===== src/hw/synth_pkg.sv =====
package synth_pkg;

    // -------------------------------------------------------------------------
    // sample timing and datapath widths
    // -------------------------------------------------------------------------
    localparam int SAMPLE_DIV = 32;    // clock cycles per audio sample
    localparam int PHASE_W = 24;
    localparam int WAVE_W = 21;        // three 19-bit shapes summed
    localparam int MIX_W = 23;         // four voices summed
    localparam int OUT_W = 12;
    localparam int SHIFT_W = 5;

    // -------------------------------------------------------------------------
    // state-variable filter, fixed point with SVF_FRAC fraction bits
    // -------------------------------------------------------------------------
    localparam int SVF_FRAC = 16;
    localparam logic signed [WAVE_W-1:0] SVF_F = 21'sd16384;  // 0.25
    localparam logic signed [WAVE_W-1:0] SVF_Q = 21'sd92682;  // ~1.414, flat passband

    // -------------------------------------------------------------------------
    // envelope
    // -------------------------------------------------------------------------
    localparam int ENV_W = 12;
    localparam logic [ENV_W-1:0] ENV_MAX = 12'd4095;
    localparam logic [ENV_W-1:0] ATTACK_STEP = 12'd256;
    localparam logic [ENV_W-1:0] DECAY_STEP = 12'd128;
    localparam logic [ENV_W-1:0] SUSTAIN_LEVEL = 12'd2047;
    localparam logic [ENV_W-1:0] RELEASE_STEP = 12'd128;

    // envelope FSM encoding
    localparam int STATE_W = 3;
    localparam logic [STATE_W-1:0] ST_IDLE = 3'd0;
    localparam logic [STATE_W-1:0] ST_ATTACK = 3'd1;
    localparam logic [STATE_W-1:0] ST_DECAY = 3'd2;
    localparam logic [STATE_W-1:0] ST_SUSTAIN = 3'd3;
    localparam logic [STATE_W-1:0] ST_RELEASE = 3'd4;

endpackage


===== src/hw/gain_and_truncate.sv =====
`timescale 1ns/1ps

module gain_and_truncate (
    input  logic clk,
    input  logic rst,
    input  logic in_valid,
    input  logic [synth_pkg::SHIFT_W-1:0] global_shift,
    input  logic signed [synth_pkg::MIX_W-1:0] wave_in,
    output logic signed [synth_pkg::OUT_W-1:0] wave,
    output logic out_valid
);
    logic signed [synth_pkg::MIX_W-1:0] shifted;

    assign shifted = wave_in >>> global_shift;

    always_ff @(posedge clk) begin
        if (rst) begin
            wave <= '0;
            out_valid <= 1'b0;
        end else begin
            out_valid <= in_valid;
            if (in_valid) begin
                if (shifted > 2**(synth_pkg::OUT_W-1) - 1)
                    wave <= {1'b0, {(synth_pkg::OUT_W-1){1'b1}}};   // clip high
                else if (shifted < -(2**(synth_pkg::OUT_W-1)))
                    wave <= {1'b1, {(synth_pkg::OUT_W-1){1'b0}}};   // clip low
                else
                    wave <= shifted[synth_pkg::OUT_W-1:0];
            end
        end
    end

endmodule


===== config.mk =====
export PLATFORM = sky130hd
export DESIGN_NAME = gain_and_truncate
export DESIGN_NICKNAME = d
export VERILOG_FILES = /design/src/hw/synth_pkg.sv /design/src/hw/gain_and_truncate.sv
export SDC_FILE = /design/constraint.sdc
export NUM_CORES = 1
export LEC_CHECK = 0
export BUFFER_PORTS_ARGS = -buffer_cell sky130_fd_sc_hd__clkbuf_2
export CORE_AREA = 2 2 76 78
export CTS_CLUSTER_DIAMETER = 50
export DETAILED_ROUTE_END_ITERATION = 8
export DIE_AREA = 0 0 78 80
export SLEW_MARGIN = 10
export SYNTH_ARGS = -nofsm -noshare
export SYNTH_HDL_FRONTEND = slang
export SYNTH_SLANG_ARGS = --single-unit
export TNS_END_PERCENT = 100

===== constraint.sdc =====
create_clock -name clk -period 6.1 [get_ports clk]
set_clock_uncertainty 0.1 [all_clocks]
set_input_delay 0.61 -clock clk [delete_from_list [all_inputs] [get_ports clk]]
set_output_delay 0.61 -clock clk [all_outputs]
set_load 0.005 [all_outputs]

# Yosys cells after proc, flatten, opt, wreduce, memory -nomap -nowiden
# Index checks and enable logic that the tools add are counted.
[totals]
n_memories = 0
in_bits = 31
out_inout_bits = 13
mem_bits_rw = 0
ff_bits = 13
wordCells = 7
latch_bits = 0
rom_bits = 0
[op_classes]
shift = 1
div_mod_pow = 0
n_bitwise = 0
n_lt_le_gt_ge = 2
n_addsub = 0
mul = 0
n_reduce_logical = 0
n_eq_ne = 0
n_mux = 2
[ops]
columns = ["op", "n"]
rows = [
  ["12-bit 2-to-1 mux", 2],
  ["23-bit by 12-bit > comparator with 1-bit output (second input constant)", 1],
  ["23-bit by 12-bit less-than comparator with 1-bit output (second input constant)", 1],
  ["23-bit by 5-bit >>> shifter with 23-bit output", 1],
]

# Depth between registers and ports, before layout
# Gate-level depths: netlist of the first run.
[logic_depth]
depth_word = 4
mapped_depth = 8
depth_no_buf = 6

# Least setup slack after synthesis of the first run
# No wires, ideal clock.
[synth_timing]
kind = "input-to-reg"
startpoint = "input port global_shift[0] (netlist name)"
endpoint = "register wave[3] (netlist name)"
required_time_ns = 5.862
path_stages = 7
setup_ns = 0.138
path_buffers = 1
t_arrival_ns = 2.495
setup_slack_ns = 3.367
cell_sequence = "buf_6 > mux4_2 > mux2_2 > or2_0 > o41a_1 > o211ai_4 > o311ai_1"
[synth_via]
elab_chain_len = 4
elab_cells_between_ends = 5
classes_between = "order compare: 2; shift: 1; mux: 2"
[synth_lines]
columns = ["element", "line", "rtl"]
rows = [
  ["start: declaration", "gain_and_truncate.sv:7", "input logic [synth_pkg::SHIFT_W-1:0] global_shift,"],
  ["23-bit by 5-bit >>> shifter with 23-bit output *", "gain_and_truncate.sv:14", "assign shifted = wave_in >>> global_shift;"],
  ["23-bit by 12-bit less-than comparator with 1-bit output", "gain_and_truncate.sv:25", "else if (shifted < -(2**(synth_pkg::OUT_W-1)))"],
  ["12-bit 2-to-1 mux", "gain_and_truncate.sv:25", ""],
  ["12-bit 2-to-1 mux *", "gain_and_truncate.sv:23", "if (shifted > 2**(synth_pkg::OUT_W-1) - 1)"],
  ["end signal: assignment", "gain_and_truncate.sv:24", "wave <= {1'b0, {(synth_pkg::OUT_W-1){1'b1}}};"],
  ["end signal: assignment", "gain_and_truncate.sv:26", "wave <= {1'b1, {(synth_pkg::OUT_W-1){1'b0}}};"],
  ["end signal: assignment", "gain_and_truncate.sv:28", "wave <= shifted[synth_pkg::OUT_W-1:0];"],
  ["end: declaration", "gain_and_truncate.sv:9", "output logic signed [synth_pkg::OUT_W-1:0] wave,"],
]
# Every way passes the cells marked *; elsewhere a longest branch is shown, timed or not.
# A chain may end at the register's enable or synchronous reset.

# Final worst setup path of the first run
[layout_timing]
startpoint = "input port global_shift[0] (netlist name)"
endpoint = "register wave[4] (netlist name)"
# The elaborated chain is that of the path after synthesis.

==> qor.yml, run 1 <==
status: "finished clean"
period_share_pct: 54.5
clkTransAtPathRegs_ns: 0.05
routed_wirelength_um: 4830
num_vias: 1818
use_met3_pct: 1.02
dp_hpwl_um: 3790
ir_worst_vdd_mv: 0.0743
tightest_slew_ns: 0.851
switching_share_pct: 34.4
io_pins: 44
diodes: 0
p_total_w: 0.000311
critPathLaunchType: "primary input"
p_leak_nw: 0.825
portBuffers: 43
use_met2_pct: 25.3
fin_hold_ws_ns: 0.378
criticalPathCategory: "in2reg"
final_layout_size_suffix_gt1_share_pct: 33.1
first_pass_iters: 4
r2r_end: "wave[10]$_SDFFE_PP0P_"
die_w_um: 78
min_delay_path_depth: 2
cts_made_buffers: 3
synth_area_per_cell_um2: 8.56
relSlewSlack_pct: 43.2
track_usage_pct: 16.0
syn_nets: 244
gp_congestion: 0.868
max-cap-violations: 0
rows: 27
power_frac_clock_pct: 23.8
powerDensity_nw_per_um2: 148
fmax_mhz: 301
n_fill_cell: 570
die_h_um: 80
rsz0062_at_grt: "no"
netlist_instances: 213
drc: 0
grt_pass1_wl_um: 8310
crit_arrival_ns: 3.33
switching_power_w: 0.000107
cts-root-buf: "clkbuf_8"
pwr-share-comb_pct: 45.3
intPower_w: 0.000204
setup_viol: 0
synth-edff-count: 0
place_ws_ns: 2.52
post-route-util_pct: 38.8
cts_max_level: 1
crit_required_ns: 6.10
cts_hold_buffers: 0
gr-usage-met1_pct: 23.9
fin_tns_setup_ns: 0
dieArea_um2: 6240
critPathTopFamily: "multiplexers"
grt_start_max_net_pins: 40
clkSinkCount: 13
cts.path.max_buffers: 2
fin_crit_ns: 3.33
drt-initial-drc-count: 73
r2r_start: "wave[10]$_SDFFE_PP0P_"
hold_path.class: "reg2reg"
antenna_found_initial: 0
reg2reg_slack_ns: 5.31
max_stage_delay_ns: 0.68
synth.yosys.seq_area_share_pct: 14.3
syn_to_final_growth_pct: 14.8
synth_ff_type: "dfxtp_1"
cp.buffers_inverters: 1
crit_start: "global_shift[0]"
antenna_left: 0
whs_endpoint: "wave[11]$_SDFFE_PP0P_"
clock_latency_ns: 0.24
setup_ws_ns: 2.77
cts_setup_buffers: 0
core_area_um2: 5410
endpoint_kind: "flop"
ys_seq_elements: 13
hp-start: "wave[11]$_SDFFE_PP0P_"
synth_cell_types: 45
nets: 274
finalHoldViolations: 0
grt_pass1_vias: 1703
drt-vias-per-instance: 5.79
crit_fanout: 31
cp_cell_sequence: "clkbuf_2, mux4_1, mux2_2, a211oi_1, nor4_1, a21oi_1, o311ai_1"
ff2ff_path_depth: 2
tritoncts: "done"
busiest_layer: "met2"
synth_warnings: 0
p_seq_share_pct: 30.9
synthesis.area_um2: 1820
crit_path_top_delay_cell: "mux4_1"
start_util_pct: 33.8
slew_violations: 0
ctsResizeCount: 0
grt-ovfl-total: 0
wl_per_cell_um: 15.4
synth-async-reset-ratio_pct: 0
==> area by class of cell <==
cell class / count / area, µm² / area share (%)
well taps: 72 / 90.1 / 4.30
multi-input cells: 177 / 1470 / 70.0
clock buffers: 4 / 45.0 / 2.15
inverters: 5 / 18.8 / 0.896
repair buffers: 43 / 215 / 10.3
flip-flops and latches: 13 / 260 / 12.4
==> metrics by stage <==
step	instance area (µm²)	cells
floorplan	1820	213
global placement	2050	310
detailed placement	2050	310
CTS	2090	314
global route	2090	314
finish	2090	314
==> worst min-delay path, cell delays in order, from the launching register on <==
cell	delay, ns
dfxtp_1	0.31
nand2b_1	0.07
a21oi_1	0.06
==> cells in the mapped netlist, drive strengths merged, types with 7 or more instances <==
cell	instances	share of area (%)
o211ai	14	6.5
o21ai	7	1.9
mux2i	11	6.0
mux2	15	9.3
a21oi	8	2.2
nor2	14	2.9
clkbuf	13	2.7
a211oi	7	2.9
dfxtp	13	14
mux4	17	22
nand2	30	6.2
==> layout by cell type, fill, tap and decap left out, types with 2 or more instances in the layout <==
cell	instances
dfxtp_1	13
nand2_1	30
nand2b_1	4
a211oi_1	7
clkbuf_8	3
a21oi_1	8
a31oi_1	2
nand3_1	4
o21ai_0	7
o211ai_1	13
mux4_2	14
nor2_1	14
a21boi_0	3
or2_2	2
clkbuf_2	43
o21bai_1	5
o311ai_1	2
o21a_1	2
nor3_1	5
mux2i_1	11
inv_1	5
o22ai_1	2
nand4_1	2
a221oi_1	2
mux2_2	15
nor4_1	2
nor2b_1	2
mux4_1	3
==> state kept, by name, summed over array words and instances (netlist names) <==
signal     cells
out_valid      1
wave          12
==> worst max-delay path by stage <==
stage | slack (ns) | cells past startpoint | endpoint
after global routing | 2.56 | 7 | wave[4]$_SDFFE_PP0P_
after CTS | 2.76 | 7 | wave[4]$_SDFFE_PP0P_
after detailed placement | 2.52 | 7 | wave[4]$_SDFFE_PP0P_
after floorplan | 3.37 | 7 | wave[3]$_SDFFE_PP0P_
after global placement | 2.60 | 7 | wave[4]$_SDFFE_PP0P_
final | 2.77 | 7 | wave[4]$_SDFFE_PP0P_
==> routing by layer <==
metal / vias to the layer above / part of all wire, % / wire (µm)
li1: 892 / - / -
met1: 848 / 48 / 2340
met2: 74 / 46 / 2210
met3: 4 / 5.4 / 261
met4: 0 / 0.60 / 29
met5: - / 0 / 0
==> power by group through the flow <==
stage | clock network (W) | registers (W) | logic (W)
finish | 0.0000739 | 0.0000961 | 0.000141
global route | 0.0000804 | 0.0000971 | 0.000156
CTS | 0.0000751 | 0.0000963 | 0.000141
detailed placement | 0 | 0.0000981 | 0.000140
global placement | 0 | 0.0000977 | 0.000140
floorplan | 0 | 0.0000984 | 0.0000985
==> logic make-up after synthesis <==
kind of cell | after synthesis | synth area share [%]
simple gates | 71 | 17.9
compound gates | 63 | 25.5
mux | 43 | 36.9
buf+inv | 23 | 5.42
flops | 13 | 14.3
Power figures use the tool's default switching activity.
==> run 2: changes to the inputs <==
Settings changed: ABC_AREA set to 1, CORE_AREA 2 2 76 78 to 2 2 73 75, DIE_AREA 0 0 78 80 to 0 0 75 77.
Clock period 6.1 ns to 3.35 ns, I/O delays scaled along.
==> qor.yml, run 2 <==
reg2reg_slack_ns: 2.55  # was 5.31 ns
ys_seq_elements: 13  # unchanged
cts_hold_buffers: 0  # unchanged
instances_no_fill: 430  # was 314
cp_cell_sequence: "clkbuf_2, inv_1, nand3_1, nand3_1, o21ai_1, nand2_1, nand2_1, nor2_1, nand2_1, nor2_1, nand2_1, nand2_1, nand2_2, nor2_1, nor2_1"  # was clkbuf_2, mux4_1, mux2_2, a211oi_1, nor4_1, a21oi_1, o311ai_1
die_w_um: 75  # was 78 µm
synth_ff_type: "dfxtp_1"  # unchanged
grt_pass1_wl_um: 8420  # was 8310 µm
dp_hpwl_um: 3930  # was 3790 µm
busiest_layer: "met2"  # unchanged
clkSinkCount: 13  # unchanged
clkTransAtPathRegs_ns: 0.05  # about the same
pwr-share-comb_pct: 43.0  # was 45.3%
first_pass_iters: 4  # unchanged
ff2ff_path_depth: 4  # was 2
cts_made_buffers: 3  # unchanged
largest_register: "wave"  # unchanged
power_frac_clock_pct: 25.2  # was 23.8%
hold_path.class: "in2reg"  # was reg2reg
setup_viol: 0  # unchanged
r2r_start: "wave[9]$_SDFFE_PP0P_"  # was wave[10]$_SDFFE_PP0P_
synth_warnings: 0  # unchanged
crit_fanout: 25  # was 31
top_regs: "wave: 12 flops, out_valid: 1 flops"  # unchanged
tightest_slew_ns: 0.678  # was 0.851 ns
synth_area_per_cell_um2: 5.12  # was 8.56 µm²
switching_power_w: 0.000206  # was 0.000107 W
synth_top_area_cell: "nand2_1"  # was mux4_2
min_delay_path_depth: 2  # unchanged
routed_wirelength_um: 4870  # was 4830 µm
tritoncts: "done"  # unchanged
gp_congestion: 0.978  # was 0.868
core_area_um2: 4980  # was 5410 µm²
antenna_left: 0  # unchanged
dp_cells: 426  # was 310
max_stage_delay_ns: 0.49  # was 0.68 ns
antenna_found_initial: 0  # unchanged
netlist_instances: 327  # was 213
final_cell_mix: "nand2_1 (131), nand3_1 (53), clkbuf_2 (43)"  # was clkbuf_2 (43), nand2_1 (30), mux2_2 (15)
p_leak_nw: 1.05  # was 0.825 nW
cts.path.max_buffers: 2  # unchanged
cts-root-buf: "clkbuf_8"  # unchanged
critPathTopFamily: "simple AND/OR/NAND/NOR gates"  # was multiplexers
hp-start: "rst"  # was wave[11]$_SDFFE_PP0P_
fmax_mhz: 445
endpoint_kind: "flop"  # unchanged
crit_required_ns: 3.39  # was 6.10 ns
diodes: 0  # unchanged
criticalPathCategory: "in2reg"  # unchanged
fin_tns_setup_ns: 0  # unchanged
yosysTopAreaCellShare_pct: 29.4  # was 17.3%
nets: 392  # was 274
syn_to_final_growth_pct: 16.4  # was 14.8%
n_fill_cell: 577  # was 570
largest_reg_flops: 12  # unchanged
grt-ovfl-total: 0  # unchanged
cts_setup_buffers: 0  # unchanged
dieArea_um2: 5780  # was 6240 µm²
final_common_cell: "nand2_1"  # was clkbuf_2
netlist_top_cells_count: "nand2_1 (131), nand3_1 (53), nor2_1 (32), o21ai_0 (24)"  # was nand2_1 (30), mux2_2 (15), mux4_2 (14), nor2_1 (14)
synth-edff-count: 0  # unchanged
start_util_pct: 33.6  # was 33.8%
num_vias: 2143  # was 1,818
grt_start_max_net_pins: 26  # was 40
ctsResizeCount: 0  # unchanged
fin_hold_ws_ns: 0.287  # was 0.378 ns
crit_path_top_delay_cell: "inv_1"  # was mux4_1
fin_crit_ns: 2.25
syn_nets: 358  # was 244
ir_worst_vdd_mv: 0.179  # was 0.0743 mV
critPathLaunchType: "primary input"  # unchanged
clock_latency_ns: 0.24  # about the same
cts_max_level: 1  # unchanged
synth.yosys.seq_area_share_pct: 15.5  # was 14.3%
max-cap-violations: 0  # unchanged
slew_violations: 0  # unchanged
synth_cell_types: 22  # was 45
relSlewSlack_pct: 54.6  # was 43.2%
multi_input_area_um2: 1250  # was 1470 µm²
status: "finished clean"  # unchanged
synth.most_common_cell: "nand2_1"  # unchanged
regArea_um2: 260  # unchanged
grt_pass1_vias: 1911  # was 1,703
portBuffers: 43  # unchanged
rows: 26  # was 27
switching_share_pct: 38.2  # was 34.4%
synth-async-reset-ratio_pct: 0  # unchanged
p_seq_share_pct: 31.8  # was 30.9%
drt-initial-drc-count: 144  # was 73
cp.buffers_inverters: 2  # was 1
p_total_w: 0.000541  # was 0.000311 W
period_share_pct: 67.0
cpMostUsedCell: "nand2_1"
crit_arrival_ns: 2.28  # was 3.33 ns
gr-usage-met1_pct: 24.9  # was 23.9%
whs_endpoint: "wave[11]$_SDFFE_PP0P_"  # unchanged
use_met3_pct: 2.37  # was 1.02%
powerDensity_nw_per_um2: 277  # was 148 nW/µm²
track_usage_pct: 17.5  # was 16.0%
drc: 0  # unchanged
synthTopCellsByArea: "nand2_1 (29%), nand3_1 (16%), dfxtp_1 (16%)"  # was mux4_2 (17%), dfxtp_1 (14%), mux2_2 (9.3%)
r2r_end: "wave[9]$_SDFFE_PP0P_"  # was wave[10]$_SDFFE_PP0P_
intPower_w: 0.000335  # was 0.000204 W
wl_per_cell_um: 11.3  # was 15.4 µm
io_pins: 44  # unchanged
finalHoldViolations: 0  # unchanged
use_met2_pct: 27.9  # was 25.3%
final_layout_size_suffix_gt1_share_pct: 15.3  # was 33.1%
synthesis.area_um2: 1670  # was 1820 µm²
drt-vias-per-instance: 4.98  # was 5.79
die_h_um: 77  # was 80 µm
rsz0062_at_grt: "no"  # unchanged
-- run 2: cell count changes in the layout (fill, tap and decap cells not counted), moves of 7 or more --
cell and delta:
a211oi_1 -7, o21ai_0 +17, o211ai_1 -8, mux2_2 -15
a21oi_1 +8, nor2_1 +18, nand3_1 +49, inv_1 +11
nand2_1 +101, mux4_2 -14, mux2i_1 -9
-- run 2: kinds of logic (layout without fill, tap and decap cells) --
group                  count (synthesis)  in the layout  share of synthesized area [%]
DFF                                   13             13                           15.5
AOI/OAI and AO/OA                     58             58                           20.0
and+or+nand+nor                      219            219                           53.5
buffers and inverters                 35             68                           9.72
muxes                                  2              2                           1.20
-- run 2: power groups by stage --
stage	clock network, W	registers, W	logic [W]
final	0.000136	0.000172	0.000233
after global routing	0.000146	0.000173	0.000267
after global placement	0	0.000175	0.000232
after detailed placement	0	0.000175	0.000232
after CTS	0.000140	0.000172	0.000233
after floorplan	0	0.000176	0.000164
-- run 2: metal layers --
layer | routed length, µm | part of all wire, %
met4 | 22 | 0.45
met1 | 2350 | 48
met2 | 2300 | 47
met3 | 204 | 4.2
met5 | 0 | 0
-- run 2: worst max path at each step --
stage,from,endpoint,depth (start not counted)
CTS,global_shift[1],wave[7]$_SDFFE_PP0P_,15
global placement,global_shift[1],wave[7]$_SDFFE_PP0P_,15
floorplan,global_shift[1],wave[7]$_SDFFE_PP0P_,15
global route,global_shift[1],wave[6]$_SDFFE_PP0P_,15
finish,global_shift[1],wave[7]$_SDFFE_PP0P_,15
detailed placement,global_shift[1],wave[7]$_SDFFE_PP0P_,15
-- run 2: layout make-up --
cell class | instances | area share, %
clock buffer | 4 | 2.31
inverter | 18 | 3.47
multi-input combinational | 279 | 64.2
sequential | 13 | 13.4
tap | 70 | 4.49
timing repair buffer | 46 | 12.2
-- run 2: stage by stage --
| stage | area (µm²) | utilization (%) | setup WS, ns |
|---|---|---|---|
| after floorplan | 1670 | - | 1.54 |
| after global placement | 1900 | 38.3 | 0.921 |
| after detailed placement | 1900 | 38.3 | 0.874 |
| after CTS | 1950 | 39.2 | 1.12 |
| after global routing | 1950 | 39.2 | 0.793 |
| final | 1950 | 39.2 | 1.10 |
