--- config.mk ---
export PLATFORM = sky130hd
export DESIGN_NAME = nco
export DESIGN_NICKNAME = d
export VERILOG_FILES = /design/src/hw/synth_pkg.sv /design/src/hw/nco.sv
export SDC_FILE = /design/constraint.sdc
export NUM_CORES = 1
export LEC_CHECK = 0
export BUFFER_PORTS_ARGS = -buffer_cell sky130_fd_sc_hd__buf_2
export CAP_MARGIN = 40
export CELL_PAD_IN_SITES_DETAIL_PLACEMENT = 1
export CELL_PAD_IN_SITES_GLOBAL_PLACEMENT = 2
export CORE_MARGIN = 2
export CORE_UTILIZATION = 38
export DETAILED_ROUTE_END_ITERATION = 8
export MAX_ROUTING_LAYER = met4
export PLACE_DENSITY = 0.91
export SLEW_MARGIN = 20
export SYNTH_ARGS = -nofsm -noshare
export SYNTH_HDL_FRONTEND = slang
export SYNTH_SLANG_ARGS = --single-unit
--- constraint.sdc ---
create_clock -name clk -period 11.9 [get_ports clk]
set_input_delay 3.57 -clock clk [delete_from_list [all_inputs] [get_ports clk]]
set_output_delay 3.57 -clock clk [all_outputs]
set_load 0.01 [all_outputs]
--- src/hw/synth_pkg.sv ---
package synth_pkg;

    // -------------------------------------------------------------------------
    // sample timing and datapath widths
    // -------------------------------------------------------------------------
    localparam int SAMPLE_DIV = 32;    // clock cycles per audio sample
    localparam int PHASE_W = 24;
    localparam int WAVE_W = 21;        // three 19-bit shapes summed
    localparam int MIX_W = 23;         // four voices summed
    localparam int OUT_W = 12;
    localparam int SHIFT_W = 5;

    // -------------------------------------------------------------------------
    // state-variable filter, fixed point with SVF_FRAC fraction bits
    // -------------------------------------------------------------------------
    localparam int SVF_FRAC = 16;
    localparam logic signed [WAVE_W-1:0] SVF_F = 21'sd16384;  // 0.25
    localparam logic signed [WAVE_W-1:0] SVF_Q = 21'sd92682;  // ~1.414, flat passband

    // -------------------------------------------------------------------------
    // envelope
    // -------------------------------------------------------------------------
    localparam int ENV_W = 12;
    localparam logic [ENV_W-1:0] ENV_MAX = 12'd4095;
    localparam logic [ENV_W-1:0] ATTACK_STEP = 12'd256;
    localparam logic [ENV_W-1:0] DECAY_STEP = 12'd128;
    localparam logic [ENV_W-1:0] SUSTAIN_LEVEL = 12'd2047;
    localparam logic [ENV_W-1:0] RELEASE_STEP = 12'd128;

    // envelope FSM encoding
    localparam int STATE_W = 3;
    localparam logic [STATE_W-1:0] ST_IDLE = 3'd0;
    localparam logic [STATE_W-1:0] ST_ATTACK = 3'd1;
    localparam logic [STATE_W-1:0] ST_DECAY = 3'd2;
    localparam logic [STATE_W-1:0] ST_SUSTAIN = 3'd3;
    localparam logic [STATE_W-1:0] ST_RELEASE = 3'd4;

endpackage

--- src/hw/nco.sv ---
`timescale 1ns/1ps

module nco (
    input  logic clk,
    input  logic rst,
    input  logic [synth_pkg::PHASE_W-1:0] increment_1,
    input  logic [synth_pkg::PHASE_W-1:0] increment_2,
    input  logic [synth_pkg::PHASE_W-1:0] increment_3,
    input  logic [synth_pkg::PHASE_W-1:0] increment_4,
    input  logic [synth_pkg::SHIFT_W-1:0] square_shift,
    input  logic [synth_pkg::SHIFT_W-1:0] triangle_shift,
    input  logic [synth_pkg::SHIFT_W-1:0] sawtooth_shift,
    output logic signed [synth_pkg::WAVE_W-1:0] wave_1,
    output logic signed [synth_pkg::WAVE_W-1:0] wave_2,
    output logic signed [synth_pkg::WAVE_W-1:0] wave_3,
    output logic signed [synth_pkg::WAVE_W-1:0] wave_4,
    output logic valid
);
    logic [$clog2(synth_pkg::SAMPLE_DIV)-1:0] cnt;
    logic [synth_pkg::PHASE_W-1:0] inc [4];
    logic [synth_pkg::PHASE_W-1:0] phase [4];
    logic signed [synth_pkg::WAVE_W-1:0] wave [4];

    // sign-extend one shape and attenuate it, all ones mutes it
    function automatic logic signed [synth_pkg::WAVE_W-1:0] atten(
        input logic signed [synth_pkg::WAVE_W-3:0] s,
        input logic [synth_pkg::SHIFT_W-1:0] sh
    );
        logic signed [synth_pkg::WAVE_W-1:0] ext;
        ext = s;
        if (sh == '1)
            atten = '0;
        else
            atten = ext >>> sh;
    endfunction

    function automatic logic signed [synth_pkg::WAVE_W-1:0] mix(
        input logic [synth_pkg::PHASE_W-1:0] ph
    );
        logic signed [synth_pkg::WAVE_W-3:0] saw;
        logic signed [synth_pkg::WAVE_W-3:0] sqr;
        logic signed [synth_pkg::WAVE_W-3:0] tri_w;
        logic [synth_pkg::WAVE_W-4:0] fold;
        saw = ph[synth_pkg::PHASE_W-1 -: synth_pkg::WAVE_W-2];
        fold = ph[synth_pkg::PHASE_W-2 -: synth_pkg::WAVE_W-3];
        if (ph[synth_pkg::PHASE_W-1])
            fold = ~fold;                                   // falling half
        tri_w = {~fold[synth_pkg::WAVE_W-4], fold[synth_pkg::WAVE_W-5:0], 1'b0};
        if (ph[synth_pkg::PHASE_W-1])
            sqr = {1'b1, {(synth_pkg::WAVE_W-4){1'b0}}, 1'b1};   // -full scale
        else
            sqr = {1'b0, {(synth_pkg::WAVE_W-3){1'b1}}};         // +full scale
        mix = atten(sqr, square_shift) + atten(tri_w, triangle_shift)
            + atten(saw, sawtooth_shift);
    endfunction

    assign inc = '{increment_1, increment_2, increment_3, increment_4};

    always_ff @(posedge clk) begin
        if (rst) begin
            cnt <= '0;
            valid <= 1'b0;
            for (int i = 0; i < 4; i++)
                phase[i] <= '0;
        end else begin
            valid <= (cnt == synth_pkg::SAMPLE_DIV - 1);
            if (cnt == synth_pkg::SAMPLE_DIV - 1) begin
                cnt <= '0;
                for (int i = 0; i < 4; i++) begin
                    phase[i] <= phase[i] + inc[i];
                    wave[i] <= mix(phase[i] + inc[i]);
                end
            end else begin
                cnt <= cnt + 1'b1;
            end
        end
    end

    assign wave_1 = wave[0];
    assign wave_2 = wave[1];
    assign wave_3 = wave[2];
    assign wave_4 = wave[3];

endmodule

Yosys cells after proc, flatten, opt, wreduce, memory -nomap -nowiden. Memories as Yosys holds them, arrays and structs flattened. Index checks and enable logic that the tools add are counted.

Input bits: 113. Output and inout bits: 85. Word-level logic and storage cells: 115. Memory bits (writable): 180. Bits in registers: 6. Memories: 2.

Memory list: phase (words 4, bits a word 24, read ports 4, clocked after memory_dff 0, wr ports 4, line nco.sv:21) `logic [synth_pkg::PHASE_W-1:0] phase [4];`; wave (words 4, bits a word 21, read ports 4, clocked after memory_dff 0, wr ports 4, line nco.sv:22) `logic signed [synth_pkg::WAVE_W-1:0] wave [4];`.

Reductions and logical operators: 1. Eq/ne operators: 4. Add/subtract/negate cells: 13. Shift-type cells: 12. Bitwise gates (word level): 12. Muxes and demuxes: 69.

Operators with widths (number): $mux W21 (36); $sshr A19 B5 Y21 (12); $mux W19 (12); $mux W18 (12); $add A21 B21 Y21 (8); $add A24 B24 Y24 (4); $mux W24 (4); $not A18 Y18 (4); $eq A5 B5 Y1 const B (4); $add A5 B1 Y5 const B (1); $mux W1 (5); $not A1 Y1 (4); $or A1 B1 Y1 (4); $reduce_or A2 Y1 (1).

Longest topological paths before layout. Gate-level depths: netlist (run 1).

Depth in word-level cells: 12. Mapped depth: 32. Gate-level depth less buffers: 28.

Worst setup path before layout (run 1). No wires, ideal clock.

Path kind: input port to flip-flop. From: input port increment_4[0] (netlist name). To: memory wave[3][19] (netlist name), data pin. Arrival: 9948 ps. Cell stages on the path: 28. Path buffers: 0. Path slack: 1694 ps. Cell sequence: ha_1 > fa_1 > a211oi_1 > o211a_1 > or3_1 > a21boi_1 > o211a_1 > o31ai_1 > mux4_2 > o22ai_2 > o21a_1 > a2111oi_0 > nor2_1 > fa_1 > inv_1 > ha_1 > fa_1 > a21o_1 > a21oi_1 > o21bai_1 > a21oi_1 > o21ai_0 > a41oi_1 > a2111oi_0 > o21a_1 > o21a_1 > o41a_1 > xor2_1.

RTL lines: start, declared (line nco.sv:9) `input logic [synth_pkg::PHASE_W-1:0] increment_4,`; end, declared (line nco.sv:22).

==> results of run 1 <==
cell type report:
class	instances	area (um2)
inverters	202	761
clock inverters	15	155
well taps	931	1160
diodes	1	2.50
clock buffers	17	425
flip-flops and latches	186	5530
multi-input cells	2633	19300
repair buffers	270	1610
fillers	8227	39600
how the worst max path moves through the flow:
stage	endpoint
after global placement	wave[3][19]
after global routing	wave[3][19]
after CTS	wave[3][19]
after floorplan	wave[3][19]
after detailed placement	wave[3][19]
final	wave[3][19]
per-stage QoR:
stage / std cells / setup slack [ns] / utilization (%) / hold WS (ns)
floorplan: 3213 / 1.69 / - / 0.418
global placement: 4215 / 1.04 / 41.2 / 0.432
detailed placement: 4220 / 0.851 / 41.3 / 0.440
CTS: 4252 / 1.38 / 42.1 / 0.461
global route: 4255 / 0.904 / 42.2 / 0.487
finish: 4255 / 1.28 / 42.2 / 0.458
Yosys cell counts (19+ instances only):
master      n  area, um2
a211oi_1   42        315
a21o_1     55        413
a21oi_1   288       1440
a221oi_1   21        184
a31oi_1    28        175
and2_1     39        244
buf_1      24       90.1
buf_2      19       95.1
clkbuf_1  148        556
edfxtp_1  180       5410
fa_1       84       1680
ha_1      174       2180
inv_1     192        721
mux2_2     32        360
mux2i_1   120       1200
mux4_2     46       1040
nand2_1   294       1100
nand2b_1   25        156
nand3_1    66        330
nor2_1    346       1300
nor3_1     79        395
o211ai_1   60        450
o21a_1     36        270
o21ai_0   158        791
o21ai_1    68        340
o21bai_1   20        150
o221ai_1   24        210
xnor2_1   192       1680
xor2_1     64        561
flip-flops by register name, indices dropped and copies added (netlist names):
name / cells
cnt: 5
phase: 96
valid: 1
wave: 84
critical path, delay by kind of cell:
family / cells / cell delay (ns)
adders and majority gates: 5 / 1.88
xor gates and xnor gates: 2 / 0.45
muxes: 1 / 0.27
and+or+nand+nor: 3 / 0.49
AOI/OAI and AO/OA: 16 / 4.06
buffers and inverters: 2 / 0.14
cell families after synthesis:
group | after synthesis
compound gates | 981
simple gates | 933
buf+inv | 394
xor+xnor | 262
fa+ha+maj | 258
mux | 199
flops | 186
power groups by stage:
| stage | registers, mW | logic [mW] | clock network [mW] |
|---|---|---|---|
| after floorplan | 0.918 | 2.49 | 0 |
| after global placement | 0.917 | 3.39 | 0 |
| after detailed placement | 0.917 | 3.44 | 0 |
| after CTS | 0.902 | 3.48 | 0.618 |
| after global routing | 0.904 | 3.87 | 0.639 |
| final | 0.902 | 3.47 | 0.600 |
layer usage:
metal	track usage (%)	up-vias	part of all wire, %
li1	-	11900	-
met1	36.0	12500	42
met2	48.7	747	49
met3	2.81	175	4.8
met4	12.3	0	4.3
met5	-	-	0
cells in the final DEF (no fill, tap or decap), types with 20 or more instances in the layout:
master,instances
mux2_2,32
xnor2_1,192
inv_1,188
a221oi_1,21
ha_1,174
fa_1,84
edfxtp_1,180
mux2i_1,120
o221ai_1,24
o21a_1,36
and2_1,39
mux4_2,46
o21bai_1,20
buf_2,196
nand2_1,294
a211oi_1,42
nand3_1,66
buf_4,68
nor3_1,79
o21ai_1,68
nor2_1,346
a21oi_1,288
o21ai_0,158
xor2_1,64
nand2b_1,24
a21o_1,55
a31oi_1,28
o211ai_1,60
==> impl_metrics.py, run 1 <==
metrics = {
    "power": {
        "leakage_nw": 12.1,
        "power_frac_seq_pct": 18.1,
        "internal_power_mw": 2.56,
        "vdd_ir_drop_max_mv": 0.108,
        "p_per_area_nw_per_um2": 172,
        "switchingPower_mw": 2.42,
        "swShare_pct": 48.6,
        "finalPower_mw": 4.98,
        "clkPwrFrac_pct": 12.1,
        "p_comb_share_pct": 69.8,
    },
    "detailed_routing": {
        "drtAntennaViolNets": 0,
        "firstDrtPassIters": 5,
        "drc_errors": 0,
        "first_iter_violations": 1912,
        "avgViaCountPerCell": 5.95,
        "vias": 25300,
        "post_drt_wl_per_cell_um": 23.6,
        "drt_wl_total_um": 100000,
    },
    "yosys": {
        "ys.warnings.count": 0,
        "synth_seq_cells": 186,
        "synth_fa_ha_area_share_pct": 14.7,
        "synth_xor_area_share_pct": 8.90,
        "synthCells": 3213,
        "muxShareOfSynthArea_pct": 9.92,
        "synth-compound-area-share_pct": 24.2,
        "post_synth.cell_area_avg_um2": 8.19,
        "synth_edf_count": 180,
        "seq_area_frac_synth_pct": 21.0,
        "synth_top_family_by_area": "compound AO/OA/AOI/OAI gates",
        "synth-async-reset-ratio_pct": 0,
        "synthFlopType": "edfxtp_1",
        "yosys.area_share.simple_pct": 15.5,
        "synth_cell_types": 96,
        "syn_nets": 3584,
        "syn-cell-area_um2": 26300,
    },
    "clock_tree": {
        "cts_hold_buf": 0,
        "post_cts_buffers": 0,
        "htreeDepth": 4,
        "insertion_delay_ns": 0.52,
        "cts_made_buffers": 17,
        "ctsResizeCount": 0,
        "cts_tree": "done",
        "clockBufferDepth": 2,
        "clockRootBuffer": "clkbuf_16",
        "cts.sinks": 186,
        "path_clk_slew_ns": 0.09,
    },
    "grt": {
        "gr-usage-all-layers_pct": 29.1,
        "antenna_found_initial": 2,
        "grt_pass1_vias": 25900,
        "grt_pass1_wl_um": 155000,
        "grt_overflow": 0,
        "grt_max_degree": 69,
    },
    "cells_and_area": {
        "drive_gt1_share_pct": 12.6,
        "layout.nets": 3681,
        "finalInstanceArea_um2": 28900,
        "area_delta_synth_final_pct": 10.0,
    },
    "floorplan": {
        "core_area_um2": 68600,
        "dieArea_um2": 71300,
        "rows": 96,
        "die-width_um": 267,
        "initial_core_util_pct": 38.4,
        "die_y_um": 267,
        "io_pins": 198,
    },
    "hold_path": {
        "whs_endpoint": "cnt[0]",
        "min-delay-start": "cnt[0]",
        "hold_depth": 1,
        "hold_path_class": "reg2reg",
    },
    "sta": {
        "fin_crit_sh_pct": 89.2,
        "setup_tns_ns": 0,
        "min_period_ns": 10.62,
        "max_slew.worst_pin.slew_ns": 0.879,
        "hold_violations": 0,
        "rsz0062_at_grt": "false",
        "clock.fmax_ghz": 0.0942,
        "skew_ns": 0.0193,
        "slew_headroom_pct": 39.9,
        "setup_viol": 0,
        "finalMaxSlewViolations": 0,
    },
    "worst_setup_path": {
        "crit_path_end_kind": "flip-flop",
        "critPathRequiredTime_ns": 12.16,
        "cpPeakStageDelay_ns": 0.52,
        "worstSetupPathType": "in2reg",
        "crit_top_cell": "fa_1",
        "rrSetupSlack_ns": 4.06,
        "cpMaxStageDelayCell": "fa_1",
        "r2r_cells": 28,
        "rr_startpoint": "phase[3][0]",
        "start_kind": "primary input",
        "r2r_end": "wave[3][19]",
        "critPathMaxFanout": 9,
        "crit_start": "increment_4[0]",
        "cp_data_arrival_time_ns": 10.88,
    },
    "placed_design": {
        "io_buffer_count": 197,
        "gp_congestion": 1.01,
        "place_area_um2": 28300,
        "dp_hpwl_um": 79100,
    },
    "status": {
        "status": "completed",
    },
    "flow_run": {
        "maxCapViolations": 0,
    },
}
Note: power is estimated with default switching activity, not from simulation.
==> inputs of run 2 (changes only) <==
--- a/config.mk
+++ b/config.mk
@@ -10,10 +10,11 @@
 export CELL_PAD_IN_SITES_DETAIL_PLACEMENT = 1
 export CELL_PAD_IN_SITES_GLOBAL_PLACEMENT = 2
 export CORE_MARGIN = 2
-export CORE_UTILIZATION = 38
+export CORE_UTILIZATION = 35
 export DETAILED_ROUTE_END_ITERATION = 8
 export MAX_ROUTING_LAYER = met4
-export PLACE_DENSITY = 0.91
+export PLACE_DENSITY = 0.85
+export SETUP_SLACK_MARGIN = 0.5
 export SLEW_MARGIN = 20
 export SYNTH_ARGS = -nofsm -noshare
 export SYNTH_HDL_FRONTEND = slang
==> run 2 against run 1 <==
  * Sequential share of layout area shrank 0.069 points
  * Critical endpoint unchanged
  * Core utilization down 3.2 points
  * First-iteration DRC count is 1.4% lower
  * Die area increased by 8.4%
  * Highest routed layer unchanged
  * Global-route usage decreased by 1.9 points
  * Via count is 0.76% higher
==> impl_metrics.py, run 2 (synthesis results as in run 1) <==
metrics = {
    "grt": {
        "gr-usage-all-layers_pct": 27.2,
        "grt_pass1_wl_um": 157000,
        "grt_pass1_vias": 25900,
        "grt_overflow": 0,
        "grt_max_degree": 62,
        "antenna_found_initial": 4,
    },
    "sta": {
        "skew_ns": 0.0199,
        "clock.fmax_ghz": 0.0941,
        "setup_tns_ns": 0,
        "rsz0062_at_grt": "false",
        "slew_headroom_pct": 41.3,
        "fin_crit_sh_pct": 89.3,
        "setup_ws_ns": 1.27,
        "max_slew.worst_pin.slew_ns": 0.877,
        "min_period_ns": 10.63,
        "finalMaxSlewViolations": 0,
        "setup_viol": 0,
        "hold_violations": 0,
    },
    "worst_setup_path": {
        "crit_family": "compound AO/OA/AOI/OAI gates",
        "rrSetupSlack_ns": 4.05,
        "crit_start": "increment_4[0]",
        "cpPeakStageDelay_ns": 0.52,
        "cp_data_arrival_time_ns": 10.89,
        "start_kind": "primary input",
        "r2r_end": "wave[3][19]",
        "endpoint": "wave[3][19]",
        "worstSetupPathType": "in2reg",
        "critPathRequiredTime_ns": 12.17,
        "path_buf_inv": 2,
        "rr_startpoint": "phase[3][0]",
        "crit_top_cell": "fa_1",
        "crit_path_end_kind": "flip-flop",
        "r2r_cells": 28,
        "cpMaxStageDelayCell": "fa_1",
        "critPathMaxFanout": 9,
        "cp.depth": 29,
    },
    "detailed_routing": {
        "post_drt_wl_per_cell_um": 23.8,
        "vias": 25500,
        "first_iter_violations": 1885,
        "firstDrtPassIters": 5,
        "avgViaCountPerCell": 5.93,
        "drc_errors": 0,
        "drtAntennaViolNets": 0,
        "drt_wl_total_um": 102000,
    },
    "clock_tree": {
        "insertion_delay_ns": 0.52,
        "path_clk_slew_ns": 0.10,
        "clockBufferDepth": 2,
        "clockRootBuffer": "clkbuf_16",
        "cts.sinks": 186,
        "cts_tree": "done",
        "cts_hold_buf": 0,
        "htreeDepth": 4,
        "ctsResizeCount": 0,
        "post_cts_buffers": 0,
        "cts_made_buffers": 17,
    },
    "status": {
        "status": "completed",
    },
    "power": {
        "clkPwrFrac_pct": 12.5,
        "leakage_nw": 12.1,
        "internal_power_mw": 2.58,
        "power_frac_seq_pct": 17.9,
        "switchingPower_mw": 2.46,
        "p_comb_share_pct": 69.6,
        "p_per_area_nw_per_um2": 173,
        "vdd_ir_drop_max_mv": 0.0831,
        "swShare_pct": 48.8,
    },
    "floorplan": {
        "initial_core_util_pct": 35.3,
        "die_y_um": 278,
        "core_area_um2": 74400,
        "rows": 100,
        "io_pins": 198,
        "die-width_um": 278,
        "dieArea_um2": 77400,
    },
    "placed_design": {
        "place_inst": 4260,
        "gp_congestion": 0.993,
        "dp_slack_ns": 0.835,
        "io_buffer_count": 197,
        "dp_hpwl_um": 81000,
    },
    "flow_run": {
        "maxCapViolations": 0,
    },
    "hold_path": {
        "hold_path_class": "reg2reg",
    },
    "cells_and_area": {
        "area_delta_synth_final_pct": 10.4,
        "top_regs": "phase x96, wave x84, cnt x5",
        "drive_gt1_share_pct": 12.7,
        "largest_register_ffs": 96,
        "layout.nets": 3686,
        "final_cell_mix": "nor2_1 (346), nand2_1 (294), a21oi_1 (288)",
        "final_common_cell": "nor2_1",
        "final_cells": 4300,
        "top_register": "phase",
    },
}
-- run 2: power groups by stage --
stage / clock, mW / sequential (mW) / combinational [mW]
after floorplan: 0 / 0.918 / 2.49
after global routing: 0.672 / 0.904 / 3.90
after detailed placement: 0 / 0.918 / 3.48
final: 0.631 / 0.902 / 3.50
after global placement: 0 / 0.917 / 3.44
after CTS: 0.651 / 0.903 / 3.52
-- run 2: final cells by class --
class                      count  area (um2)
antenna                        3        7.51
timing repair buffer         275        1620
inverter                     202         761
multi-input combinational   2633       19300
tap                          969        1210
fill                        8952       45400
clock inverter                14         165
sequential                   186        5530
clock buffer                  18         450
-- run 2: stage by stage --
stage / power, mW / cell area (um2) / util [%] / hold slack [ns]
floorplan: 3.41 / 26300 / - / 0.418
global placement: 4.36 / 28300 / 38.1 / 0.432
detailed placement: 4.40 / 28400 / 38.1 / 0.443
CTS: 5.07 / 29000 / 38.9 / 0.460
global route: 5.48 / 29000 / 39.0 / 0.499
finish: 5.04 / 29000 / 39.0 / 0.458
-- run 2: worst min-delay path by stage --
| stage | from | cells past startpoint | to | slack (ns) |
|---|---|---|---|---|
| after detailed placement | cnt[0] | 1 | cnt[0] | 0.44 |
| after CTS | cnt[0] | 1 | cnt[0] | 0.46 |
| after floorplan | cnt[0] | 1 | cnt[0] | 0.42 |
| after global routing | cnt[0] | 1 | cnt[0] | 0.50 |
| final | cnt[0] | 1 | cnt[0] | 0.46 |
| after global placement | cnt[0] | 1 | cnt[0] | 0.43 |
-- run 2: metal layers --
metal / up-vias / share of wire [%] / global-route usage (%)
li1: 11900 / - / -
met1: 12700 / 42 / 34.1
met2: 792 / 49 / 45.1
met3: 158 / 5.3 / 2.70
met4: 0 / 3.9 / 10.7
met5: - / 0 / -
